[src/source/mem_split_pkg.sv]
package mem_split_pkg;

  // Width of the AXI byte address, covers a 4 KiB window.
  localparam int unsigned AddrWidth = 12;
  // AXI data bus and bank widths.
  localparam int unsigned AxiDataWidth = 64;
  localparam int unsigned MemDataWidth = 32;
  // One bank per 32-bit lane group of the AXI word.
  localparam int unsigned NumBanks = AxiDataWidth / MemDataWidth;
  // Byte strobe widths on both sides.
  localparam int unsigned AxiStrbWidth = AxiDataWidth / 8;
  localparam int unsigned MemStrbWidth = MemDataWidth / 8;
  // Rows per bank, one row holds one full AXI word across all banks.
  localparam int unsigned MemDepth = 512;
  localparam int unsigned RowWidth = $clog2(MemDepth);
  // Low address bits that select a byte inside one AXI word.
  localparam int unsigned ByteOffWidth = $clog2(AxiStrbWidth);

  typedef logic [AddrWidth-1:0]    addr_t;
  typedef logic [AxiDataWidth-1:0] axi_data_t;
  typedef logic [AxiStrbWidth-1:0] axi_strb_t;
  typedef logic [MemDataWidth-1:0] mem_data_t;
  typedef logic [MemStrbWidth-1:0] mem_strb_t;
  typedef logic [RowWidth-1:0]     row_t;
  typedef logic [1:0]              resp_t;

  // AXI response codes in use.
  localparam resp_t RespOkay   = 2'b00;
  localparam resp_t RespSlvErr = 2'b10;

  // Read converter states.
  typedef enum logic [1:0] {
    RdIdle,
    RdReq,
    RdWait,
    RdResp
  } rd_state_e;

  // Write converter states.
  typedef enum logic [1:0] {
    WrIdle,
    WrReq,
    WrWait,
    WrResp
  } wr_state_e;

endpackage

[src/source/axil_write_to_mem.sv]
`timescale 1ns/1ns

module axil_write_to_mem (
  input  logic                                                   clk_i,
  input  logic                                                   rst_i,
  input  logic                                                   awvalid_i,
  output logic                                                   awready_o,
  input  mem_split_pkg::addr_t                                   awaddr_i,
  input  logic                                                   wvalid_i,
  output logic                                                   wready_o,
  input  mem_split_pkg::axi_data_t                               wdata_i,
  input  mem_split_pkg::axi_strb_t                               wstrb_i,
  output logic                                                   bvalid_o,
  input  logic                                                   bready_i,
  output mem_split_pkg::resp_t                                   bresp_o,
  output logic                                                   busy_o,
  output logic                 [mem_split_pkg::NumBanks-1:0]     mem_req_o,
  input  logic                 [mem_split_pkg::NumBanks-1:0]     mem_gnt_i,
  output mem_split_pkg::row_t                                    mem_row_o,
  output mem_split_pkg::mem_data_t [mem_split_pkg::NumBanks-1:0] mem_wdata_o,
  output mem_split_pkg::mem_strb_t [mem_split_pkg::NumBanks-1:0] mem_strb_o,
  input  logic                 [mem_split_pkg::NumBanks-1:0]     mem_rvalid_i
);
  import mem_split_pkg::*;

  wr_state_e           state_q;
  logic [NumBanks-1:0] req_q;
  logic [NumBanks-1:0] wait_q;
  row_t                row_q;
  axi_data_t           wdata_q;
  axi_strb_t           wstrb_q;
  resp_t               resp_q;
  logic                accept;
  logic                misaligned;
  // Banks that see at least one enabled byte.
  logic [NumBanks-1:0] strb_any;

  // AW and W are taken together in one handshake.
  assign accept     = (state_q == WrIdle) && awvalid_i && wvalid_i;
  assign misaligned = |awaddr_i[ByteOffWidth-1:0];

  always_comb begin
    for (int b = 0; b < NumBanks; b++) begin
      strb_any[b] = |wstrb_i[b*MemStrbWidth +: MemStrbWidth];
    end
  end

  always_ff @(posedge clk_i) begin
    if (rst_i) begin
      state_q <= WrIdle;
      req_q   <= '0;
      wait_q  <= '0;
    end else begin
      req_q  <= req_q & ~mem_gnt_i;
      wait_q <= wait_q & ~mem_rvalid_i;
      case (state_q)
        WrIdle: begin
          if (accept) begin
            if (misaligned || (strb_any == '0)) begin
              // Nothing to write, answer right away.
              state_q <= WrResp;
            end else begin
              // Banks with an empty strobe half stay silent.
              state_q <= WrReq;
              req_q   <= strb_any;
              wait_q  <= strb_any;
            end
          end
        end
        WrReq: begin
          if ((req_q & ~mem_gnt_i) == '0) begin
            state_q <= WrWait;
          end
        end
        WrWait: begin
          // Every requested bank has to acknowledge.
          if ((wait_q & ~mem_rvalid_i) == '0) begin
            state_q <= WrResp;
          end
        end
        WrResp: begin
          if (bready_i) begin
            state_q <= WrIdle;
          end
        end
        default: state_q <= WrIdle;
      endcase
    end
  end

  // Write payload, held until every bank has taken it.
  always_ff @(posedge clk_i) begin
    if (accept) begin
      row_q   <= awaddr_i[ByteOffWidth +: RowWidth];
      wdata_q <= wdata_i;
      wstrb_q <= wstrb_i;
      resp_q  <= misaligned ? RespSlvErr : RespOkay;
    end
  end

  // Split data and strobe into one lane per bank.
  always_comb begin
    for (int b = 0; b < NumBanks; b++) begin
      mem_wdata_o[b] = wdata_q[b*MemDataWidth +: MemDataWidth];
      mem_strb_o[b]  = wstrb_q[b*MemStrbWidth +: MemStrbWidth];
    end
  end

  assign awready_o = accept;
  assign wready_o  = accept;
  assign bvalid_o  = (state_q == WrResp);
  assign bresp_o   = resp_q;
  assign busy_o    = (state_q != WrIdle);
  assign mem_req_o = req_q;
  assign mem_row_o = row_q;

endmodule

[config.mk]
export PLATFORM = sky130hd
export DESIGN_NAME = axil_write_to_mem
export DESIGN_NICKNAME = d
export VERILOG_FILES = /design/src/source/mem_split_pkg.sv /design/src/source/axil_write_to_mem.sv
export SDC_FILE = /design/constraint.sdc
export NUM_CORES = 1
export LEC_CHECK = 0
export ABC_AREA = 1
export BUFFER_PORTS_ARGS = -buffer_cell sky130_fd_sc_hd__buf_4
export CAP_MARGIN = 40
export CORE_UTILIZATION = 42
export CTS_CLUSTER_DIAMETER = 80
export DETAILED_ROUTE_END_ITERATION = 7
export GPL_TIMING_DRIVEN = 0
export PLACE_DENSITY = 0.78
export SETUP_SLACK_MARGIN = 0.02
export SKIP_CTS_REPAIR_TIMING = 1
export SYNTH_ARGS = -nofsm -noshare
export SYNTH_HDL_FRONTEND = slang
export SYNTH_SLANG_ARGS = --single-unit
[constraint.sdc]
create_clock -name clk_i -period 2.3 [get_ports clk_i]
set_input_delay 0.115 -clock clk_i [delete_from_list [all_inputs] [get_ports clk_i]]
set_output_delay 0.115 -clock clk_i [all_outputs]
set_load 0.05 [all_outputs]
# Word-level counts from Yosys, hierarchy flattened
# Index checks and enable logic that the tools add are counted.
# classes
eq_ne	7
muxes	13
n_bitwise	4
n_reduce_logical	12
# op_table
cell	n
$mux W2	12
$logic_not A2 Y1	4
$pmux W2 S4	1
$reduce_or A4 Y1	2
$ne A2 B2 Y1 const B	3
$and A2 B2 Y2	2
$eq A2 B2 Y1 const B	2
$not A2 Y2	2
$reduce_and A4 Y1	1
$reduce_or A3 Y1	1
$eq A2 B1 Y1 const B	1
$logic_and A1 B1 Y1	2
$ne A2 B1 Y1 const B	1
$reduce_bool A2 Y1	1
$logic_or A1 B1 Y1	1
# word_totals
regBits	89
input_bits	93
output_inout_bits	89
wordCells	43

# Longest topological paths before layout
# logic_depth
depth_word	6
mapped_depth	9
depth_no_buf	9

# Worst setup path before layout
# No wires, ideal clock.
# synth_path
kind	register to register
from	reg state_q[0]
to	reg req_q[0], in the netlist mem_req_o[0]
t_arrival_ps	2076
required_ps	2181
slack_ps	105
path_stages_with_launch	8
n_path_buf	0
period_less_slack_ps	2195
path_cell_list	dfxtp_1 -> inv_1 -> ha_1 -> inv_2 -> nor2_8 -> nand3_2 -> nand2_1 -> a21oi_1
# synth_between
elab_chain_cells	5
# synth_rtl
item	line	rtl
start, declared	axil_write_to_mem.sv:26	wr_state_e state_q;
start signal, assigned	axil_write_to_mem.sv:50	state_q <= WrIdle;
start signal, assigned	axil_write_to_mem.sv:61	state_q <= WrResp;
start signal, assigned	axil_write_to_mem.sv:64	state_q <= WrReq;
$logic_not A2 Y1	axil_write_to_mem.sv:39	assign accept = (state_q == WrIdle) && awvalid_i && wvalid_i;
$logic_and A1 B1 Y1 (2 in series)	axil_write_to_mem.sv:39	
named net awready_o	axil_write_to_mem.sv:7	output logic awready_o,
$mux W2	axil_write_to_mem.sv:58	if (accept) begin
$mux W2	axil_write_to_mem.sv:56	case (state_q)
end signal, assigned	axil_write_to_mem.sv:54	req_q <= req_q & ~mem_gnt_i;
end signal, assigned	axil_write_to_mem.sv:65	req_q <= strb_any;
end, declared	axil_write_to_mem.sv:27	logic [NumBanks-1:0] req_q;
# The timed path passes the listed nets, and every way through them passes these cells.
# A chain may end at the register's enable or synchronous reset.

# Final worst setup path
# layout_path
from	reg state_q[0]
to	out wready_o
# layout_between
elab_chain_cells	3
# layout_rtl
item	line	rtl
$logic_not A2 Y1	axil_write_to_mem.sv:39	
$logic_and A1 B1 Y1 (2 in series)	axil_write_to_mem.sv:39	
end, declared	axil_write_to_mem.sv:10	output logic wready_o,
# Every way passes these cells.

==> flow_metrics.py <==
metrics = {
    "placement": {
        "hpwl_um": 5040,
        "numPortBuffers": 180,
        "dp_cells": 443,
        "gp_congestion": 0.751,
    },
    "clock_network": {
        "insertion_delay_ps": 350,
        "cts_root_buf": "clkbuf_8",
        "cts_htree_levels": 3,
        "clk_path_buf_depth": 2,
        "cts_tree": "yes",
        "numCtsBuffers": 9,
        "cts.sinks": 88,
        "clk_pin_slew_ps": 90,
    },
    "sta": {
        "tightest_slew_ps": 717,
        "rsz0062_at_grt": "false",
        "finalSetupViolCount": 0,
        "relSlewSlack_pct": 52.1,
        "slew_viol_final": 0,
        "hold_violations": 0,
        "holdWs_ps": 105,
        "skew_ps": 8.30,
        "clock.fmax_mhz": 502,
        "fin_crit_ps": 1990,
        "post-route-period-util_pct": 86.5,
    },
    "setup_path": {
        "critPathKind": "flip-flop to primary output",
        "r2r_setup_slack_ps": 530,
        "required_ps": 2180,
        "worstPathMaxFanout": 41,
        "crit_path_start_kind": "flip-flop",
        "end_kind": "primary output",
        "worst_ep_arrival_time_ps": 1880,
    },
    "cells_and_area": {
        "drive_gt1_share_pct": 47.1,
        "regArea_um2": 2580,
        "final_common_cell": "buf_4",
        "final_cell_mix": "buf_4 (183), edfxtp_1 (82), dlygate4sd3_1 (82)",
        "layoutNonFillerInstCount": 544,
        "multi_input_area_um2": 313,
        "area.growth.synth_to_final_pct": 85.5,
        "final_nets": 540,
        "antenna_cells": 0,
        "n_fill_cell": 390,
    },
    "power_and_ir_drop": {
        "max-vdd-ir-drop_uv": 576,
        "switchingPower_uw": 1690,
        "power.leakage_uw": 0.00242,
        "seqPwrFrac_pct": 43.8,
        "power_uw": 4700,
        "p_sw_share_pct": 35.9,
        "power_density_nw_per_um2": 851,
        "p_int_uw": 3010,
        "combPwrFrac_pct": 32.9,
        "clkPwrFrac_pct": 23.3,
    },
    "synth": {
        "ys_warn_count": 0,
        "netlist_area_um2": 2980,
        "synth.distinct_cells": 18,
        "seq_area_frac_synth_pct": 86.7,
        "synth_nets": 263,
        "synth_seq_cells": 88,
        "synthCells": 166,
        "syn_area_per_cell_um2": 17.9,
    },
    "detailed_routing": {
        "dr.pass1.iters": 4,
        "wl_per_cell_um": 16.7,
        "drc": 0,
        "initialDrtViolationCount": 103,
        "vias_per_cell": 4.44,
        "vias": 2417,
        "finalWirelength_um": 9100,
        "ant_nets": 0,
    },
    "die": {
        "start_util_pct": 43.6,
        "pin_count": 182,
        "fp-row-count": 30,
        "dieHeight_um": 86.2,
        "dieWidth_um": 86.2,
        "dieArea_um2": 7430,
        "core-area_um2": 6830,
    },
    "global_routing": {
        "grt_max_degree": 48,
        "grt_first_pass_wirelength_um": 9740,
        "grt_pass1_vias": 1960,
        "gr-usage-all-layers_pct": 18.0,
        "gr-total-overflow": 0,
        "antenna_found_initial": 0,
    },
    "worst_hold_path": {
        "hp-class": "primary input to flip-flop",
    },
    "outcome": {
        "status": "finished clean",
    },
    "job": {
        "drv_cap": 0,
    },
}
-- cells by family after synthesis --
logic type / synth area share, %
adder cells (fa/ha/maj): 1.68
buffers and inverters: 3.53
AND/OR/NAND/NOR: 7.10
other: 0.126
AO/OA/AOI/OAI: 0.840
flip-flops: 86.7
-- synth_stat cells --
cell	number	area (µm²)
nand4_2	1	12.5
or2_1	1	6.26
nand3_2	2	20.0
a21oi_1	5	25.0
nor3_1	1	5.00
nor2_1	7	26.3
edfxtp_1	82	2460
nor2_8	1	20.0
inv_1	22	82.6
inv_2	2	7.51
nand3_1	1	5.00
conb_1	1	3.75
nand2_2	3	18.8
nand3b_1	1	7.51
buf_4	2	15.0
nand2_1	24	90.1
ha_1	4	50.1
dfxtp_1	6	120
-- worst max-delay path, cell delays in order, from the launching register on --
cell	delay, ps
dfxtp_1	380
inv_1	90
ha_1	250
inv_2	230
nor2_8	50
buf_12	190
buf_4	150
buf_4	180
-- cell type report --
cell class / count / area share [%]
multi-input cells: 54 / 5.66
clock inverters: 7 / 1.45
clock buffers: 9 / 2.24
flip-flops and latches: 88 / 46.7
well taps: 96 / 2.17
plain buffers: 2 / 0.272
inverters: 24 / 1.63
repair buffers: 264 / 39.8
-- path summary, 6_finish.rpt --
check	start	to	depth (start not counted)
max	state_q[0]	wready_o	7
min	awaddr_i[2]	bresp_o[1]	3
max reg2reg	state_q[0]	mem_wdata_o[46]	4
min reg2reg	wait_q[0]	wait_q[0]	4
-- registers in the layout (all words and copies together), names as in the netlist --
signal,flops
mem_wdata_o,64
mem_row_o,9
bresp_o,1
state_q,2
mem_req_o,2
wait_q,2
mem_strb_o,8
-- power by group through the flow --
stage          Clock [µW]  Combinational (µW)  Sequential (µW)
6_report             1100                1550             2060
4_1_cts              1100                1380             2050
5_1_grt              1190                1620             2080
3_5_place_dp            0                1380             2090
3_3_place_gp            0                1340             2080
2_1_floorplan           0                 343             2650
-- per-layer routing --
layer / wire, µm / share of wire [%] / global-route usage [%] / up-vias
li1: - / - / - / 1131
met5: 0 / 0 / 0 / -
met3: 645 / 7.1 / 6.86 / 18
met1: 3340 / 37 / 18.5 / 1147
met2: 4940 / 54 / 32.9 / 121
met4: 181 / 2.0 / 7.27 / 0
-- per-stage QoR --
step	utilization (%)	worst slack [ps]	cell area [µm²]	TNS, ps
after floorplan	-	105	2980	0
after global placement	65.1	-14.5	4450	-28.0
after detailed placement	65.4	146	4470	0
after CTS	68.4	-249	4670	-249
after global routing	80.9	192	5520	0
final	80.9	309	5520	0
No activity file was read; power rests on OpenSTA's default activity.
