$ cat config.mk
export PLATFORM = sky130hd
export DESIGN_NAME = bank_arbiter
export DESIGN_NICKNAME = d
export VERILOG_FILES = /design/src/source/mem_split_pkg.sv /design/src/source/bank_arbiter.sv
export SDC_FILE = /design/constraint.sdc
export NUM_CORES = 1
export LEC_CHECK = 0
export ABC_CLOCK_PERIOD_IN_PS = 1000
export BUFFER_PORTS_ARGS = -buffer_cell sky130_fd_sc_hd__buf_2
export CAP_MARGIN = 10
export CORE_AREA = 2 2 68 70
export CTS_CLUSTER_DIAMETER = 50
export CTS_CLUSTER_SIZE = 8
export DETAILED_ROUTE_END_ITERATION = 6
export DIE_AREA = 0 0 70 72
export PLACE_DENSITY = 0.74
export SYNTH_ARGS = -nofsm -noshare
export SYNTH_HDL_FRONTEND = slang
export SYNTH_SLANG_ARGS = --single-unit
$ cat constraint.sdc
create_clock -name clk_i -period 1 [get_ports clk_i]
set_input_delay 0.1 -clock clk_i [delete_from_list [all_inputs] [get_ports clk_i]]
set_output_delay 0.1 -clock clk_i [all_outputs]
set_load 0.02 [all_outputs]
$ cat src/source/mem_split_pkg.sv
package mem_split_pkg;

  // Width of the AXI byte address, covers a 4 KiB window.
  localparam int unsigned AddrWidth = 12;
  // AXI data bus and bank widths.
  localparam int unsigned AxiDataWidth = 64;
  localparam int unsigned MemDataWidth = 32;
  // One bank per 32-bit lane group of the AXI word.
  localparam int unsigned NumBanks = AxiDataWidth / MemDataWidth;
  // Byte strobe widths on both sides.
  localparam int unsigned AxiStrbWidth = AxiDataWidth / 8;
  localparam int unsigned MemStrbWidth = MemDataWidth / 8;
  // Rows per bank, one row holds one full AXI word across all banks.
  localparam int unsigned MemDepth = 512;
  localparam int unsigned RowWidth = $clog2(MemDepth);
  // Low address bits that select a byte inside one AXI word.
  localparam int unsigned ByteOffWidth = $clog2(AxiStrbWidth);

  typedef logic [AddrWidth-1:0]    addr_t;
  typedef logic [AxiDataWidth-1:0] axi_data_t;
  typedef logic [AxiStrbWidth-1:0] axi_strb_t;
  typedef logic [MemDataWidth-1:0] mem_data_t;
  typedef logic [MemStrbWidth-1:0] mem_strb_t;
  typedef logic [RowWidth-1:0]     row_t;
  typedef logic [1:0]              resp_t;

  // AXI response codes in use.
  localparam resp_t RespOkay   = 2'b00;
  localparam resp_t RespSlvErr = 2'b10;

  // Read converter states.
  typedef enum logic [1:0] {
    RdIdle,
    RdReq,
    RdWait,
    RdResp
  } rd_state_e;

  // Write converter states.
  typedef enum logic [1:0] {
    WrIdle,
    WrReq,
    WrWait,
    WrResp
  } wr_state_e;

endpackage

$ cat src/source/bank_arbiter.sv
`timescale 1ns/1ns

module bank_arbiter (
  input  logic                      clk_i,
  input  logic                      rst_i,
  // Read side.
  input  logic                      rd_req_i,
  output logic                      rd_gnt_o,
  input  mem_split_pkg::row_t       rd_row_i,
  output logic                      rd_rvalid_o,
  output mem_split_pkg::mem_data_t  rd_rdata_o,
  // Write side.
  input  logic                      wr_req_i,
  output logic                      wr_gnt_o,
  input  mem_split_pkg::row_t       wr_row_i,
  input  mem_split_pkg::mem_data_t  wr_wdata_i,
  input  mem_split_pkg::mem_strb_t  wr_strb_i,
  output logic                      wr_rvalid_o,
  // Bank side.
  output logic                      bank_req_o,
  output logic                      bank_we_o,
  output mem_split_pkg::row_t       bank_row_o,
  output mem_split_pkg::mem_data_t  bank_wdata_o,
  output mem_split_pkg::mem_strb_t  bank_strb_o,
  input  logic                      bank_rvalid_i,
  input  mem_split_pkg::mem_data_t  bank_rdata_i
);
  import mem_split_pkg::*;

  // Set when the write side won the most recent grant.
  logic last_wr_q;
  // Set when the response in this cycle belongs to the write side.
  logic owner_wr_q;
  logic rd_gnt;
  logic wr_gnt;

  // On a conflict the side that lost last time wins.
  assign rd_gnt = rd_req_i && (!wr_req_i || last_wr_q);
  assign wr_gnt = wr_req_i && !rd_gnt;

  always_ff @(posedge clk_i) begin
    if (rst_i) begin
      last_wr_q  <= 1'b0;
      owner_wr_q <= 1'b0;
    end else begin
      if (rd_gnt || wr_gnt) begin
        last_wr_q <= wr_gnt;
      end
      // The bank answers one cycle after the grant.
      owner_wr_q <= wr_gnt;
    end
  end

  assign rd_gnt_o     = rd_gnt;
  assign wr_gnt_o     = wr_gnt;
  assign bank_req_o   = rd_gnt || wr_gnt;
  assign bank_we_o    = wr_gnt;
  assign bank_row_o   = wr_gnt ? wr_row_i : rd_row_i;
  assign bank_wdata_o = wr_wdata_i;
  assign bank_strb_o  = wr_strb_i;

  // Steer the response to whoever was granted.
  assign rd_rvalid_o = bank_rvalid_i && !owner_wr_q;
  assign wr_rvalid_o = bank_rvalid_i && owner_wr_q;
  assign rd_rdata_o  = bank_rdata_i;

endmodule

### After elaboration in Yosys (flattened, before gate mapping)

Cells that the tools add are included.

| operators by class | value |
|---|---|
| $add $sub $neg | 0 |
| multiply operators | 0 |
| div/mod/pow operators | 0 |
| magnitude comparators | 0 |
| eq/ne operators | 0 |
| shifts and indexed selects | 0 |
| multiplexer cells | 1 |
| bitwise operators | 0 |
| reductions and logical operators | 9 |

Operators with widths:

| cell | count |
|---|---|
| 2-to-1 mux 9 bit | 1 |
| logical AND 1 bit | 4 |
| zero test 1 bit | 3 |
| logical OR 1 bit | 2 |

| word-level totals | value |
|---|---|
| flip-flop bits (word level) | 2 |
| bits in latches | 0 |
| memory bits (writable) | 0 |
| ROM bits | 0 |
| bits of input ports | 91 |
| output and inout port bits | 83 |
| word-level logic and storage cells | 12 |
| memories | 0 |

### Depth between registers and ports, before layout

Gate-level depths: netlist (run 1).

| depth | value |
|---|---|
| depth in word-level cells | 6 |
| gate-level depth with buffers | 3 |
| depth with buffers taken out | 2 |

### Least setup slack after synthesis (run 1)

Ideal clock, no wire load.

| timing path | value |
|---|---|
| path kind | flip-flop to output port |
| from | reg last_wr_q |
| to | out bank_row_o[0] |
| arrival time | 984 ps |
| data required time | 900 ps |
| slack | -84 ps |
| cell stages (with the launch flop) | 4 |
| buffers on the path | 1 |
| cell sequence | dfxtp_1 -> a21boi_2 -> buf_6 -> mux2_4 |

| on the way | value |
|---|---|
| word-level cells in the longest chain between the ends | 5 |

Ends and longest elaborated chain:

| element | line | text |
|---|---|---|
| from (decl) | bank_arbiter.sv:31 | `logic last_wr_q;` |
| from (signal assigned) | bank_arbiter.sv:47 | `last_wr_q <= wr_gnt;` |
| logical OR 1 bit | bank_arbiter.sv:38 | `assign rd_gnt = rd_req_i && (!wr_req_i \|\| last_wr_q);` |
| logical AND 1 bit | bank_arbiter.sv:38 |  |
| zero test 1 bit | bank_arbiter.sv:39 | `assign wr_gnt = wr_req_i && !rd_gnt;` |
| logical AND 1 bit | bank_arbiter.sv:39 |  |
| via bank_we_o | bank_arbiter.sv:21 | `output logic bank_we_o,` |
| 2-to-1 mux 9 bit | bank_arbiter.sv:58 | `assign bank_row_o = wr_gnt ? wr_row_i : rd_row_i;` |
| to (decl) | bank_arbiter.sv:22 | `output mem_split_pkg::row_t bank_row_o,` |

The timed path passes the listed nets, and every way through them passes these cells.

### Worst setup path after layout (run 1)

| timing path | value |
|---|---|
| from | reg last_wr_q |
| to | out bank_row_o[4] |

| on the way | value |
|---|---|
| word-level cells in the longest chain between the ends | 5 |

Ends and longest elaborated chain:

| element | line |
|---|---|
| logical OR 1 bit | bank_arbiter.sv:38 |
| logical AND 1 bit | bank_arbiter.sv:38 |
| zero test 1 bit | bank_arbiter.sv:39 |
| logical AND 1 bit | bank_arbiter.sv:39 |
| 2-to-1 mux 9 bit | bank_arbiter.sv:58 |

Every way passes these cells.

==> qor.yml, run 1 <==
synth_edf_count: 0
cts_hold_buf: 0
final_layout_size_suffix_gt1_share_pct: 89.1
reg2reg_depth: 3
synth_most_common_cell: "buf_4"
route.detailed.drc: 0
synth-xor-area-share_pct: 0
cts_root_buf: "clkbuf_8"
viasPerCell: 3.47
arrival_ps: 1300
total_power_uw: 712
crit_path_start_kind: "register"
max-vdd-ir-drop_v: 0.000399
grt_pass1_wl_um: 1860
ys_ff_latch: 2
ant_nets: 0
hp-start: "rst_i"
clk_pin_slew_worst_paths_ps: 30
synth_top_area_share_pct: 67.6
final_cell_count_no_fill: 116
gp_congestion: 0.544
crit_type: "reg -> out"
synth_fp_nets: 181
firstDrtPassIters: 3
std_cell_rows: 24
fp.coreArea_um2: 4260
synthFlopType: "dfxtp_1"
pre_cts_slack_ps: -199
seq_area_frac_synth_pct: 5.23
yosys.area_share.simple_pct: 3.43
final-max-slew-violation-count: 0
synthesis.area_um2: 766
max_freq_mhz: 716
synthAdderAreaFrac_pct: 0
drv_cap: 0
ff2ff_setup_slack_ps: 170
grt.overflow.total: 0
start_util_pct: 18.0
insertion_delay_ps: 210
p_leak_uw: 0.000324
synth_compound_area_share_pct: 4.08
grtUsageTotal_pct: 5.19
dieArea_um2: 5040
setup.worst_path.end_class: "output port"
cp_cell_sequence: "a21boi_4, buf_12, mux2_4, buf_2"
diodes: 0
synth_area_per_cell_um2: 8.51
synthTopCellsByArea: "buf_4 (68%), mux2_4 (18%), dfxtp_1 (5.2%), a21boi_2 (1.5%), buf_6 (1.5%)"
hold_depth: 3
cts_buffers: 3
port_buffers: 37
rsz0062_at_grt: "true"
multi_input_area_um2: 204
p_per_area_nw_per_um2: 1150
regArea_um2: 41.3
setup_ws_ps: -397
run_status: "finished with violations"
cpPeakStageDelay_ps: 320
wl_per_cell_um: 12.5
final_nets: 157
drt_iter0_markers: 13
cts.sinks: 2
synth_top_family_by_area: "buffers and inverters"
fillers: 494
vias: 403
violations: "negative setup slack"
hold_end: "last_wr_q$_SDFFE_PP0P_"
antenna_found_initial: 0
wirelength_um: 1460
setup_viol: 12
cts_max_level: 1
synth.largest_area_cell: "buf_4"
synthMuxAreaShare_pct: 17.6
dp_cells: 113
period_needed_ps: 1400
syn_inst: 90
min_path_type: "in -> reg"
r2r_start: "last_wr_q$_SDFFE_PP0P_"
io_pins: 174
grt_start_max_net_pins: 12
tritoncts: "built"
synth.distinct_cells: 13
finClkSkew_ps: 2.45
clock_path_buffers: 2
fin_crit_sh_pct: 140
fin_setup_tns_ps: -3770
yosysWarnings: 0
dieWidth_um: 70
required_ps: 900
hold-worst-slack_ps: 139
grt_pass1_vias: 368
area_growth_pct: -19.0
worst_path_max_delay_cell: "dfxtp_2"
r2r_end: "owner_wr_q$_SDFF_PP0_"
synth_commonest_cells: "buf_4 (69), mux2_4 (9), dfxtp_1 (2)"
path_max_fanout: 11
dp_hpwl_um: 1150
synthArstFlopShare_pct: 0
worst_pin_slew_ps: 159
die_h_um: 72
slew_headroom_pct: 89.4
final_hold_viol_count: 0
[how the worst max path moves through the flow]
stage / start / to / slack [ps] / cells past startpoint
after floorplan: last_wr_q$_SDFFE_PP0P_ / bank_row_o[0] / -80 / 3
after global placement: last_wr_q$_SDFFE_PP0P_ / bank_row_o[1] / -190 / 4
after detailed placement: last_wr_q$_SDFFE_PP0P_ / bank_row_o[6] / -200 / 4
after CTS: last_wr_q$_SDFFE_PP0P_ / bank_row_o[7] / -420 / 4
after global routing: last_wr_q$_SDFFE_PP0P_ / bank_row_o[4] / -440 / 4
final: last_wr_q$_SDFFE_PP0P_ / bank_row_o[4] / -400 / 4
[state kept, by name, summed over array words and instances (netlist names)]
register	count
last_wr_q	1
owner_wr_q	1
[kinds of logic after synthesis]
family	after synthesis
simple gates	4
mux	9
compound gates	4
flops	2
buf+inv	71
[worst max-delay path: cells and delay by family, from the launching register on]
| family | cells | cell delay (ps) |
|---|---|---|
| muxes | 1 | 300 |
| DFF | 1 | 320 |
| AOI/OAI and AO/OA | 1 | 140 |
| buffers and inverters | 2 | 320 |
[report_power, final]
group          internal (uW)  switching (uW)  leakage (uW)
sequential              87.0            4.86     0.0000169
clock                    255            67.0     0.0000216
combinational            167             131      0.000285
[layout by cell type, fill, tap and decap left out]
cell,n
o21a_1,1
dfxtp_2,1
buf_6,6
or2_1,1
buf_4,3
nor2b_1,1
clkbuf_8,3
buf_2,31
a21boi_4,1
a21oi_1,1
a21boi_2,1
dfxtp_1,1
buf_12,1
mux2_4,9
and2_1,1
inv_1,1
and2_2,1
[per-layer routing]
layer / up-vias / part of all wire (%) / routed length [um] / track usage (%)
met5: - / 0 / 0 / 0
met4: 0 / 15 / 216 / 12.2
met3: 36 / 20 / 291 / 3.47
met2: 44 / 36 / 517 / 4.76
met1: 162 / 30 / 430 / 4.26
li1: 161 / - / - / -
[what timing repair did]
| action | 4_1_cts | 5_1_grt |
|---|---|---|
| resized for setup | 6 | 9 |
| pin swaps | 1 | 1 |
| setup endpoints to repair | 12 | 12 |
| cloned | 0 | 0 |
| setup buffers | 1 | 0 |
[through the flow]
| stage | utilization, % | instance area (um2) |
|---|---|---|
| 3_3_place_gp | 12.4 | 531 |
| 3_5_place_dp | 12.4 | 531 |
| 2_1_floorplan | - | 767 |
| 5_1_grt | 14.6 | 621 |
| 4_1_cts | 13.8 | 587 |
| 6_report | 14.6 | 621 |
[area by class of cell]
class | count | area share (%)
multi-input combinational | 17 | 32.9
clock buffer | 3 | 6.65
sequential | 2 | 6.65
inverter | 1 | 0.605
timing repair buffer | 41 | 42.7
tap | 52 | 10.5
Note: power is estimated with default switching activity, not from simulation.
==> run 2: changes to the inputs <==
Settings changed: ABC_AREA set to 1, CORE_AREA 2 2 68 70 to 2 2 67 69, DIE_AREA 0 0 70 72 to 0 0 69 71, PLACE_DENSITY 0.74 to 0.75.
==> qor.yml, run 2 <==
crit_type: "reg -> out"
dp_hpwl_um: 1550
fillers: 488
synthFlopType: "dfxtp_1"
p_per_area_nw_per_um2: 1140
dieArea_um2: 4900
synth_area_per_cell_um2: 6.52
cts_buffers: 3
max-vdd-ir-drop_v: 0.000275
layout_common_cells: "buf_2 (31), nand2_1 (28), buf_6 (6), buf_4 (5), inv_1 (4)"
slew_headroom_pct: 84.6
worst_path_max_delay_cell: "dfxtp_2"
switching_share_pct: 32.3
arrival_ps: 1110
reg.largest.list: "last_wr_q: 1 flops, owner_wr_q: 1 flops"
clock_power_share_pct: 45.2
yosysWarnings: 0
cts_max_level: 1
firstDrtPassIters: 2
worst-path-buf-inv: 3
final_layout_size_suffix_gt1_share_pct: 60.0
syn_inst: 115
finClkSkew_ps: 3.04
cts.sinks: 2
grtUsageTotal_pct: 7.34
diodes: 0
seq_area_frac_synth_pct: 5.34
final-max-slew-violation-count: 0
vias: 502
grt_start_max_net_pins: 10
total_power_uw: 709
clock_path_buffers: 2
required_ps: 900
synth.largest_area_cell: "buf_4"
cts_root_buf: "clkbuf_8"
period_needed_ps: 1210
fp.coreArea_um2: 4200
port_buffers: 37
crit_path_start_kind: "register"
ys_ff_latch: 2
setup.worst_path.end_class: "output port"
regArea_um2: 41.3
route.detailed.drc: 0
tritoncts: "built"
antenna_found_initial: 0
io_pins: 174
multi_input_area_um2: 170
final_nets: 183
synth_edf_count: 0
synth_fp_nets: 206
synthTopCellsByArea: "buf_4 (69%), nand2_1 (15%), dfxtp_1 (5.3%), buf_6 (3.0%), inv_1 (2.5%)"
p_int_uw: 480
synthesis.area_um2: 749
cp_top_family: "buffers and inverters"
final_hold_viol_count: 0
rsz0062_at_grt: "true"
cp_cell_sequence: "buf_4, buf_6, o21ai_4, nand2_1, buf_6"
synth_top_area_share_pct: 69.1
violations: "negative setup slack"
drt_iter0_markers: 2
worst_pin_slew_ps: 230
clk_pin_slew_worst_paths_ps: 30
final_common_cell: "buf_2"
pwr-share-comb_pct: 42.1
setup_ws_ps: -206
grt_pass1_vias: 494
area_growth_pct: -17.2
start_util_pct: 17.8
fin_crit_sh_pct: 121
fin_setup_tns_ps: -2280
synth_commonest_cells: "buf_4 (69), nand2_1 (30), inv_1 (5)"
max_freq_mhz: 829
synth.distinct_cells: 11
p_switching_uw: 229
die_h_um: 71
insertion_delay_ps: 210
path_max_fanout: 3
path_common_cell: "buf_6"
p_leak_uw: 0.000375
run_status: "finished with violations"
pwr-share-seq_pct: 12.8
dieWidth_um: 69
min_path_type: "in -> reg"
wl_per_cell_um: 13.3
cpPeakStageDelay_ps: 320
viasPerCell: 3.54
drv_cap: 0
setup_viol: 14
grt.overflow.total: 0
synth_most_common_cell: "buf_4"
std_cell_rows: 24
gp_congestion: 0.571
ant_nets: 0
grt_pass1_wl_um: 2660
synthArstFlopShare_pct: 0
wirelength_um: 1890
[run 2: changes by cell type in the layout (fill, tap and decap cells not counted), moves of 2 or more]
cell / change
mux2_4: -9
inv_2: +2
nand2_2: +2
nand2_1: +28
inv_1: +3
buf_4: +2
[run 2: area by class of cell]
type,instances,share of cell area (%)
clock buffers,3,6.65
repair buffers,43,45.2
well taps,52,10.5
inverters,6,3.63
flip-flops and latches,2,6.65
multi-input cells,36,27.4
[run 2: worst min-delay path: stages]
cell     delay [ps]
buf_2            80
inv_1            40
nand2_1          50
inv_1            30
[run 2: cells by family (layout without fill, tap and decap cells)]
group | after synthesis | in the layout | synth area share [%]
flip-flops | 2 | 2 | 5.34
AND/OR/NAND/NOR | 32 | 32 | 16.0
buffers and inverters | 77 | 52 | 75.1
AO/OA/AOI/OAI | 4 | 4 | 3.51
[run 2: per-stage QoR]
step / setup slack (ps) / util, % / instances / hold slack (ps) / area, um2
2_1_floorplan: 63.0 / - / 115 / 250 / 749
3_3_place_gp: 5.52 / 11.9 / 137 / 200 / 502
3_5_place_dp: -26.6 / 11.9 / 137 / 200 / 502
4_1_cts: -236 / 14.3 / 143 / 130 / 603
5_1_grt: -255 / 14.8 / 142 / 164 / 621
6_report: -206 / 14.8 / 142 / 137 / 621
[run 2: power by group through the flow]
| stage | combinational (uW) | clock, uW | sequential [uW] |
|---|---|---|---|
| floorplan | 537 | 0 | 90.1 |
| global placement | 250 | 0 | 90.4 |
| detailed placement | 252 | 0 | 90.8 |
| CTS | 288 | 329 | 90.5 |
| global route | 326 | 337 | 90.9 |
| finish | 298 | 320 | 90.5 |
[run 2: what timing repair did]
action                                  in CTS  in global routing
endpoints found under the setup margin      13                 14
setup buffers                                3                  0
hold endpoints to repair                     0                  0
resized for setup                           13                  8
hold buffers                                 0                  0
pin swaps                                    2                  2
[run 2: final timing paths]
path / from / to / slack, ps / depth (start not counted)
max: last_wr_q$_SDFFE_PP0P_ / bank_req_o / -210 / 5
min: rst_i / owner_wr_q$_SDFF_PP0_ / 140 / 4
max reg2reg: last_wr_q$_SDFFE_PP0P_ / last_wr_q$_SDFFE_PP0P_ / -10 / 6
min reg2reg: last_wr_q$_SDFFE_PP0P_ / owner_wr_q$_SDFF_PP0_ / 680 / 4
[run 2: metal layers]
metal	routed length (um)	track usage, %
met5	0	0
met4	154	9.15
met3	314	5.70
met2	953	11.1
met1	463	5.23
