### config.mk
export PLATFORM = sky130hd
export DESIGN_NAME = axil_read_to_mem
export DESIGN_NICKNAME = d
export VERILOG_FILES = /design/src/source/mem_split_pkg.sv /design/src/source/axil_read_to_mem.sv
export SDC_FILE = /design/constraint.sdc
export NUM_CORES = 1
export LEC_CHECK = 0
export ABC_AREA = 1
export ABC_CLOCK_PERIOD_IN_PS = 1800
export BUFFER_PORTS_ARGS = -buffer_cell sky130_fd_sc_hd__buf_4
export CORE_UTILIZATION = 42
export CTS_BUF_LIST = sky130_fd_sc_hd__clkbuf_2 sky130_fd_sc_hd__clkbuf_4 sky130_fd_sc_hd__clkbuf_8
export CTS_CLUSTER_DIAMETER = 150
export DETAILED_ROUTE_END_ITERATION = 10
export GPL_TIMING_DRIVEN = 0
export PLACE_DENSITY = 0.78
export SKIP_CTS_REPAIR_TIMING = 1
export SYNTH_ARGS = -nofsm -noshare
export SYNTH_HDL_FRONTEND = slang
export SYNTH_SLANG_ARGS = --single-unit
### constraint.sdc
create_clock -name clk_i -period 1.8 [get_ports clk_i]
set_input_delay 0.09 -clock clk_i [delete_from_list [all_inputs] [get_ports clk_i]]
set_output_delay 0.09 -clock clk_i [all_outputs]
set_load 0.03 [all_outputs]
### src/source/mem_split_pkg.sv
package mem_split_pkg;

  // Width of the AXI byte address, covers a 4 KiB window.
  localparam int unsigned AddrWidth = 12;
  // AXI data bus and bank widths.
  localparam int unsigned AxiDataWidth = 64;
  localparam int unsigned MemDataWidth = 32;
  // One bank per 32-bit lane group of the AXI word.
  localparam int unsigned NumBanks = AxiDataWidth / MemDataWidth;
  // Byte strobe widths on both sides.
  localparam int unsigned AxiStrbWidth = AxiDataWidth / 8;
  localparam int unsigned MemStrbWidth = MemDataWidth / 8;
  // Rows per bank, one row holds one full AXI word across all banks.
  localparam int unsigned MemDepth = 512;
  localparam int unsigned RowWidth = $clog2(MemDepth);
  // Low address bits that select a byte inside one AXI word.
  localparam int unsigned ByteOffWidth = $clog2(AxiStrbWidth);

  typedef logic [AddrWidth-1:0]    addr_t;
  typedef logic [AxiDataWidth-1:0] axi_data_t;
  typedef logic [AxiStrbWidth-1:0] axi_strb_t;
  typedef logic [MemDataWidth-1:0] mem_data_t;
  typedef logic [MemStrbWidth-1:0] mem_strb_t;
  typedef logic [RowWidth-1:0]     row_t;
  typedef logic [1:0]              resp_t;

  // AXI response codes in use.
  localparam resp_t RespOkay   = 2'b00;
  localparam resp_t RespSlvErr = 2'b10;

  // Read converter states.
  typedef enum logic [1:0] {
    RdIdle,
    RdReq,
    RdWait,
    RdResp
  } rd_state_e;

  // Write converter states.
  typedef enum logic [1:0] {
    WrIdle,
    WrReq,
    WrWait,
    WrResp
  } wr_state_e;

endpackage

### src/source/axil_read_to_mem.sv
`timescale 1ns/1ns

module axil_read_to_mem (
  input  logic                                                   clk_i,
  input  logic                                                   rst_i,
  input  logic                                                   arvalid_i,
  output logic                                                   arready_o,
  input  mem_split_pkg::addr_t                                   araddr_i,
  output logic                                                   rvalid_o,
  input  logic                                                   rready_i,
  output mem_split_pkg::axi_data_t                               rdata_o,
  output mem_split_pkg::resp_t                                   rresp_o,
  output logic                                                   busy_o,
  output logic                 [mem_split_pkg::NumBanks-1:0]     mem_req_o,
  input  logic                 [mem_split_pkg::NumBanks-1:0]     mem_gnt_i,
  output mem_split_pkg::row_t                                    mem_row_o,
  input  logic                 [mem_split_pkg::NumBanks-1:0]     mem_rvalid_i,
  input  mem_split_pkg::mem_data_t [mem_split_pkg::NumBanks-1:0] mem_rdata_i
);
  import mem_split_pkg::*;

  rd_state_e           state_q;
  // Banks still waiting for a grant.
  logic [NumBanks-1:0] req_q;
  // Banks whose read data has not come back yet.
  logic [NumBanks-1:0] wait_q;
  row_t                row_q;
  axi_data_t           rdata_q;
  resp_t               resp_q;
  logic                accept;
  logic                misaligned;

  // An address that is not aligned to the AXI word is rejected.
  assign misaligned = |araddr_i[ByteOffWidth-1:0];
  assign accept     = (state_q == RdIdle) && arvalid_i;

  always_ff @(posedge clk_i) begin
    if (rst_i) begin
      state_q <= RdIdle;
      req_q   <= '0;
      wait_q  <= '0;
    end else begin
      // Each bank request drops on its own grant.
      req_q  <= req_q & ~mem_gnt_i;
      // Each bank is done once its response shows up.
      wait_q <= wait_q & ~mem_rvalid_i;
      case (state_q)
        RdIdle: begin
          if (arvalid_i) begin
            if (misaligned) begin
              // Error goes straight to the response.
              state_q <= RdResp;
            end else begin
              state_q <= RdReq;
              req_q   <= '1;
              wait_q  <= '1;
            end
          end
        end
        RdReq: begin
          // Leave once the last open request is granted.
          if ((req_q & ~mem_gnt_i) == '0) begin
            state_q <= RdWait;
          end
        end
        RdWait: begin
          // Banks may answer in different cycles.
          if ((wait_q & ~mem_rvalid_i) == '0) begin
            state_q <= RdResp;
          end
        end
        RdResp: begin
          // Hold R until the master takes it.
          if (rready_i) begin
            state_q <= RdIdle;
          end
        end
        default: state_q <= RdIdle;
      endcase
    end
  end

  // Address, response code and the assembled read word.
  always_ff @(posedge clk_i) begin
    if (accept) begin
      row_q   <= araddr_i[ByteOffWidth +: RowWidth];
      resp_q  <= misaligned ? RespSlvErr : RespOkay;
      rdata_q <= '0;
    end
    for (int b = 0; b < NumBanks; b++) begin
      // Bank b fills its own 32-bit lane.
      if (wait_q[b] && mem_rvalid_i[b]) begin
        rdata_q[b*MemDataWidth +: MemDataWidth] <= mem_rdata_i[b];
      end
    end
  end

  assign arready_o = (state_q == RdIdle);
  assign rvalid_o  = (state_q == RdResp);
  assign rdata_o   = rdata_q;
  assign rresp_o   = resp_q;
  assign busy_o    = (state_q != RdIdle);
  assign mem_req_o = req_q;
  assign mem_row_o = row_q;

endmodule

### After elaboration in Yosys (flattened, before gate mapping)

Cells that the tools add are included.

* bits of input ports: 84
* bits in latches: 0
* memories kept: 0
* bits in read-only memories: 0
* register bits after elaboration: 81
* bits in writable memories: 0

* bitwise operators: 4
* magnitude comparators: 0
* shift-type cells: 0
* reduce and logical (&&, ||, !) cells: 11
* equal/unequal tests: 7
* divide/modulo/power cells: 0
* add/subtract/negate cells: 0
* multiplexer cells: 16
* multipliers: 0

Operators by type and width (count)
* $mux W32: 2
* $mux W64: 1
* $mux W2: 12
* $pmux W2 S4: 1
* $logic_not A2 Y1: 3
* $ne A2 B2 Y1 const B: 3
* $reduce_bool A2 Y1: 3
* $and A2 B2 Y2: 2
* $eq A2 B2 Y1 const B: 2
* $not A2 Y2: 2
* $reduce_and A4 Y1: 1
* $logic_and A1 B1 Y1: 3
* $reduce_or A3 Y1: 1
* $eq A2 B1 Y1 const B: 1
* $ne A2 B1 Y1 const B: 1

### Logic depth before layout (Yosys ltp)

Gate-level depths: netlist (run 1).

* depth after elaboration: 5
* depth in mapped cells: 9

### Least setup slack after synthesis (run 1)

OpenSTA, ideal clock, no wires.

* kind: reg2reg
* start: register state_q[0]
* end: register rdata_q[0], in the netlist rdata_o[0] (enable)
* arrival: 1651 ps
* clock period less this slack: 2040 ps
* path slack: -240 ps
* path buffers: 0
* setup time: 389 ps
* cell stages (with the launch flop): 5
* cells stage by stage: dfxtp_1 -> inv_1 -> ha_1 -> nand2_1 -> nand2_1

* cells in the longest elaborated chain, start to end: 3

RTL lines
* from (decl): RTL line axil_read_to_mem.sv:22 `rd_state_e state_q;`
* from (signal assigned): RTL line axil_read_to_mem.sv:39 `state_q <= RdIdle;`
* from (signal assigned): RTL line axil_read_to_mem.sv:52 `state_q <= RdResp;`
* from (signal assigned): RTL line axil_read_to_mem.sv:54 `state_q <= RdReq;`
* $logic_not A2 Y1
* net arready_o: RTL line axil_read_to_mem.sv:7 `output logic arready_o,`
* $logic_and A1 B1 Y1: RTL line axil_read_to_mem.sv:35 `assign accept = (state_q == RdIdle) && arvalid_i;`
* $reduce_bool A2 Y1 (no line)
* to (signal, indexed assignment): RTL line axil_read_to_mem.sv:93 `rdata_q[b*MemDataWidth +: MemDataWidth] <= mem_rdata_i[b];`
* to (decl): RTL line axil_read_to_mem.sv:28 `axi_data_t rdata_q;`

The timed path passes the listed nets, and every way through them passes these cells.
A chain may end at the register's enable or synchronous reset.

### Worst setup path in the final report (run 1)

* start: register state_q[0]
* end: register row_q[4], in the netlist mem_row_o[4] (enable)

* cells in the longest elaborated chain, start to end: 2

RTL lines
* $logic_not A2 Y1: RTL line axil_read_to_mem.sv:35
* $logic_and A1 B1 Y1: RTL line axil_read_to_mem.sv:35
* net accept: RTL line axil_read_to_mem.sv:30 `logic accept;`
* to (signal assigned): RTL line axil_read_to_mem.sv:86 `row_q <= araddr_i[ByteOffWidth +: RowWidth];`
* to (decl): RTL line axil_read_to_mem.sv:27 `row_t row_q;`

The timed path passes the listed nets, and every way through them passes these cells.

==> impl_metrics.ini, run 1 <==
[floorplan]
fp.dieW_um = 88.6
start_util_pct = 43.4
core_mm2 = 0.00725
io_pins = 164
rows = 31
dieArea_mm2 = 0.00785
die_h_um = 88.6

[placed_design]
port_buffers = 162
postPlaceCellArea_mm2 = 0.00449
place_congestion = 0.775
dp_hpwl_mm = 5.00
post-place-ws_ps = -447

[clocking]
path_clk_slew_ps = 80
cts_sinks = 80
ctsHtreeMaxLevel = 3
clk_latency_ps = 340
cts-root-buf = clkbuf_8
cts_made_buffers = 9
tritoncts = built
cts.path.max_buffers = 2

[final_layout]
drive_gt1_share_pct = 44.1
post-route-util_pct = 67.4
syn2layout_area_growth_pct = 55.3
fill_cells = 549
multi_input_area_um2 = 490
antenna-diode-count = 0
regArea_mm2 = 0.00234
nets = 548
final_cell_area_mm2 = 0.00489

[detailed_routing]
drt-pass1-iter-count = 4
dr_total_vias = 2360
drt-wirelength-per-cell_um = 12.1
drt-initial-drc-count = 59
route.detailed.drc = 0
routed_via_density = 4.20
drt_wl_total_mm = 6.78
antenna_left = 0

[timing]
skew_ps = 8.64
setup-violations-final = 0
worst_slack_ps = 113
hold_viol_final = 0
timing.final.crit_share_pct = 93.7
whs_ps = 11.2
period_needed_ps = 1690
drv_slew = 0
max_freq_mhz = 593

[synth]
ys_ff_latch = 80
syn_nets = 358
synth_top_area_share_pct = 70.6
synth_cells = 269
synth.yosys.warnings = 0
yosysTopAreaCell = edfxtp_1
syn_area_mm2 = 0.00315
synth_edf_count = 74
synth-seq-area-share_pct = 74.4
syn_avg_cell_area_um2 = 11.7
yosysUniqueCellTypes = 16
synth_ff_type = edfxtp_1
async_flop_share_pct = 0
ys_top_cells_by_area = edfxtp_1 71%, inv_1 9.2%, nor2_1 8.0%, dfxtp_1 3.8%, ha_1 2.0%

[global_route]
grt_pass1_vias = 2064
antenna_found_initial = 0
top_usage_layer = met2
grt_pass1_wl_mm = 9.32
grtUsageMet2_pct = 28.9
grt_max_degree = 33
met1_usage_pct = 17.7
use_met3_pct = 4.38
grt-ovfl-total = 0
grt_usage_pct = 16.4

[power]
vdd_ir_drop_max_mv = 0.777
p_leak_uw = 0.00244
power.density_mw_per_mm2 = 1310

[run_status]
status = finished clean

[setup_path]
cp.required_ps = 1910
arrival_ps = 1800
worstSetupEndpointType = register
critical_path.max_fanout = 8
crit_path_start_kind = register
rrSetupSlack_ps = 110
critPathKind = reg -> reg

[hold_path]
holdCritPathClass = in -> reg

[run]
drv_cap = 0
==> metal layers <==
metal	wire length [um]	up-vias
met5	0	-
met4	217	0
met3	490	20
met2	3490	106
met1	2590	1044
li1	-	1190
==> per-stage QoR <==
stage | power, uW | TNS, ps | std cells
floorplan | 4020 | -15370 | 269
global placement | 4870 | -23350 | 530
detailed placement | 4910 | -26250 | 530
CTS | 6310 | -27830 | 545
global route | 6700 | -98.2 | 562
finish | 6400 | 0 | 562
==> power by group <==
part           internal [uW]  switching, uW  total (uW)
registers               2560            118        2680
logic                    843           1470        2320
clock network            769            637        1410
total                   4170           2230        6400
==> synthesized netlist by cell type, types with 2 or more instances <==
| library cell | n |
|---|---|
| a21oi_1 | 5 |
| dfxtp_1 | 6 |
| nor2_1 | 67 |
| ha_1 | 5 |
| edfxtp_1 | 74 |
| buf_2 | 6 |
| inv_1 | 77 |
| nand2_1 | 14 |
| nand3_2 | 2 |
| nand2_2 | 7 |
==> path summary, 6_finish.rpt <==
check / start / end / depth (start not counted)
hold reg to reg: mem_req_o[1]$_SDFF_PP0_ / mem_req_o[1]$_SDFF_PP0_ / 2
hold / removal: mem_gnt_i[0] / mem_req_o[0]$_SDFF_PP0_ / 4
setup reg to reg: state_q[0]$_SDFFE_PP0P_ / mem_row_o[4]$_DFFE_PP_ / 5
setup / recovery: state_q[0]$_SDFFE_PP0P_ / mem_row_o[4]$_DFFE_PP_ / 5
==> layout by cell type, fill, tap and decap left out, drive strengths merged <==
master,count
a21oi,5
buf,176
bufinv,2
clkbuf,9
clkinv,3
clkinvlp,2
conb,1
dfxtp,6
dlygate4sd3,10
edfxtp,74
ha,5
inv,77
nand2,21
nand3,3
nor2,68
o21ai,1
==> registers in the layout, summed over array words and instances, names as in the netlist <==
| name | cells |
|---|---|
| rresp_o | 1 |
| wait_q | 2 |
| mem_row_o | 9 |
| mem_req_o | 2 |
| rdata_o | 64 |
| state_q | 2 |
==> logic make-up (layout without fill, tap and decap cells) <==
family | Yosys count | count (layout) | synth area share, %
AO/OA/AOI/OAI | 6 | 6 | 0.954
flip-flops | 80 | 80 | 74.4
other | 1 | 1 | 0.119
AND/OR/NAND/NOR | 92 | 92 | 12.0
buffers and inverters | 85 | 279 | 10.5
adder cells (fa/ha/maj) | 5 | 5 | 1.99
==> worst max-delay path: stages (launching register included) <==
cell	delay (ps)
dfxtp_1	370
inv_1	100
ha_1	260
nand2_1	280
clkinvlp_4	260
buf_4	200
==> layout make-up <==
class                           count  share of cell area [%]
Sequential cell                    80                    47.9
Tap cell                           99                    2.53
Inverter                           78                    6.07
Timing Repair Buffer              179                    28.4
Clock inverter                      6                    1.74
Buffer                              7                   0.768
Clock buffer                        9                    2.53
Multi-Input combinational cell    104                    10.0
(Power assumes the default switching activity.)
==> run 2, diff against run 1 <==
--- a/config.mk
+++ b/config.mk
@@ -5,7 +5,7 @@
 export SDC_FILE = /design/constraint.sdc
 export NUM_CORES = 1
 export LEC_CHECK = 0
-export ABC_AREA = 1
+export ABC_AREA = 0
 export ABC_CLOCK_PERIOD_IN_PS = 1800
 export BUFFER_PORTS_ARGS = -buffer_cell sky130_fd_sc_hd__buf_4
 export CORE_UTILIZATION = 42
@@ -13,7 +13,7 @@
 export CTS_CLUSTER_DIAMETER = 150
 export DETAILED_ROUTE_END_ITERATION = 10
 export GPL_TIMING_DRIVEN = 0
-export PLACE_DENSITY = 0.78
+export PLACE_DENSITY = 0.79
 export SKIP_CTS_REPAIR_TIMING = 1
 export SYNTH_ARGS = -nofsm -noshare
 export SYNTH_HDL_FRONTEND = slang
==> run 2 against run 1 <==
Compared with the run above:
- worst setup slack gained 11 ps
- critical path type unchanged
- non-clock buffer count shrank 1
- sequential power is essentially flat
- first-iteration DRC count grew 71%
- fmax grew 0.67%
- cell count shrank 15%
==> impl_metrics.ini, run 2 <==
[clocking]
clk_latency_ps = 340
ctsHtreeMaxLevel = 3
cts_made_buffers = 9
path_clk_slew_ps = 80
cts_sinks = 80
cts.path.max_buffers = 2
cts-root-buf = clkbuf_8
tritoncts = built

[synth]
synth-xor-area-share_pct = 0
yosysUniqueCellTypes = 23
synth_top_family_by_area = simple AND/OR/NAND/NOR gates
synth_cells = 194
synth_edf_count = 74
synth.yosys.warnings = 0
ys_top_cells_by_count = 74 x edfxtp_1, 61 x and3_1, 10 x clkbuf_1
async_flop_share_pct = 0
ys_ff_latch = 80
synth_compound_area_share_pct = 2.96
yosysTopAreaCell = edfxtp_1
syn_avg_cell_area_um2 = 15.7
synth-seq-area-share_pct = 77.0
synth_top_area_share_pct = 73.1
synthAdderAreaFrac_pct = 2.06
synth_mux_area_share_pct = 0
ys_top_cells_by_area = edfxtp_1 73%, and3_1 13%, dfxtp_1 4.0%, ha_1 2.1%, clkbuf_1 1.2%
syn_area_mm2 = 0.00304
synth_ff_type = edfxtp_1
yosysMostFrequentCell = edfxtp_1
syn_nets = 283
yosys.area_share.simple_pct = 15.3

[global_route]
grt_pass1_vias = 2213
grt_usage_pct = 18.1
antenna_found_initial = 0
grt_pass1_wl_mm = 10.2
grt_max_degree = 33
grt-ovfl-total = 0

[floorplan]
dieArea_mm2 = 0.00758
rows = 30
core_mm2 = 0.00691
fp.dieW_um = 87.1
die_h_um = 87.1
io_pins = 164
start_util_pct = 44.0

[timing]
drv_slew = 0
finalSetupTns_ps = 0
worst_slack_ps = 124
skew_ps = 6.40
max_freq_mhz = 597
period_needed_ps = 1680
timing.final.crit_share_pct = 93.1
hold_viol_final = 0
setup-violations-final = 0

[placed_design]
dp.cells = 452
port_buffers = 162
postPlaceCellArea_mm2 = 0.00438
dp_hpwl_mm = 5.06
place_congestion = 0.777
post-place-ws_ps = -446

[setup_path]
critPathKind = reg -> reg
r2r_start = state_q[1]$_SDFFE_PP0P_
arrival_ps = 1670
r2r-end = rdata_o[17]$_SDFFCE_PN0P_
crit_path_start_kind = register
rrSetupSlack_ps = 120
r2r_cells = 4
cp.required_ps = 1800
critical_path.max_fanout = 32
worstSetupEndpointType = register

[power]
finalPower_uw = 6280
p_leak_uw = 0.00224
vdd_ir_drop_max_mv = 0.754
power.density_mw_per_mm2 = 1330

[run_status]
status = finished clean

[detailed_routing]
antenna_left = 0
met1_length_mm = 2.73
dr_total_vias = 2258
drt_wl_total_mm = 7.05
wl_met2_mm = 3.68
drt-pass1-iter-count = 4
drt-wirelength-per-cell_um = 14.8
routed_via_density = 4.72
met3_length_um = 518
dr.max_layer_used = met4
drt-initial-drc-count = 101
route.detailed.drc = 0

[final_layout]
syn2layout_area_growth_pct = 55.8
largest_reg_flops = 64
drive_gt1_share_pct = 49.2
layout_commonest_cell = buf_4
fill_cells = 520
antenna-diode-count = 0
layout.cells.non_filler = 478
final_cell_area_mm2 = 0.00474
final_cell_mix = 163 x buf_4, 74 x edfxtp_1, 61 x and3_1
nets = 466

[hold_path]
worstHoldStart = araddr_i[2]
hold_depth = 3
holdCritPathClass = in -> reg
holdPathEnd = rresp_o[1]$_DFFE_PP_

[run]
drv_cap = 0
run 2: worst max path at each step:
stage,cells past startpoint,slack [ps],to,start
finish,4,120,rdata_o[17]$_SDFFCE_PN0P_,state_q[1]$_SDFFE_PP0P_
global route,4,-20,rdata_o[18]$_SDFFCE_PN0P_,state_q[1]$_SDFFE_PP0P_
CTS,4,-460,rdata_o[18]$_SDFFCE_PN0P_,state_q[0]$_SDFFE_PP0P_
detailed placement,4,-450,rdata_o[10]$_SDFFCE_PN0P_,state_q[0]$_SDFFE_PP0P_
global placement,4,-370,rdata_o[10]$_SDFFCE_PN0P_,state_q[0]$_SDFFE_PP0P_
floorplan,4,-240,rdata_o[0]$_SDFFCE_PN0P_,state_q[0]$_SDFFE_PP0P_
run 2: metal layers:
layer / up-vias / GRT usage (%)
met1: 1035 / 20.0
li1: 1099 / -
met5: - / 0
met2: 109 / 32.1
met3: 15 / 5.21
met4: 0 / 8.18
run 2: final cells by class:
type                       count  area [um2]  share of cell area (%)
tap                           96         120                    2.54
clock inverter                 6         108                    2.27
multi-input combinational     95         642                    13.5
inverter                       6        22.5                   0.475
timing repair buffer         172        1320                    27.8
clock buffer                  10         131                    2.77
sequential                    80        2340                    49.4
buffer                        13        55.1                    1.16
run 2: through the flow:
step	utilization, %	hold slack, ps
after CTS	66.8	-90.6
after global placement	63.4	268
after detailed placement	63.4	270
after floorplan	-	159
after global routing	68.6	41.1
final	68.6	50.7
run 2: logic make-up after synthesis:
kind of cell    Yosys count
flops                    80
other cells               1
compound gates           12
fa+ha+maj                 5
buf+inv                  19
simple gates             77
run 2: critical path, cell delays in order, from the launching register on:
cell	delay (ps)
dfxtp_1	340
inv_1	140
ha_1	240
nand2_1	200
nand2_4	400
run 2: report_power, final:
part | internal [uW] | switching [uW] | total, uW
clock | 933 | 636 | 1570
sequential | 2540 | 130 | 2670
combinational | 711 | 1340 | 2050
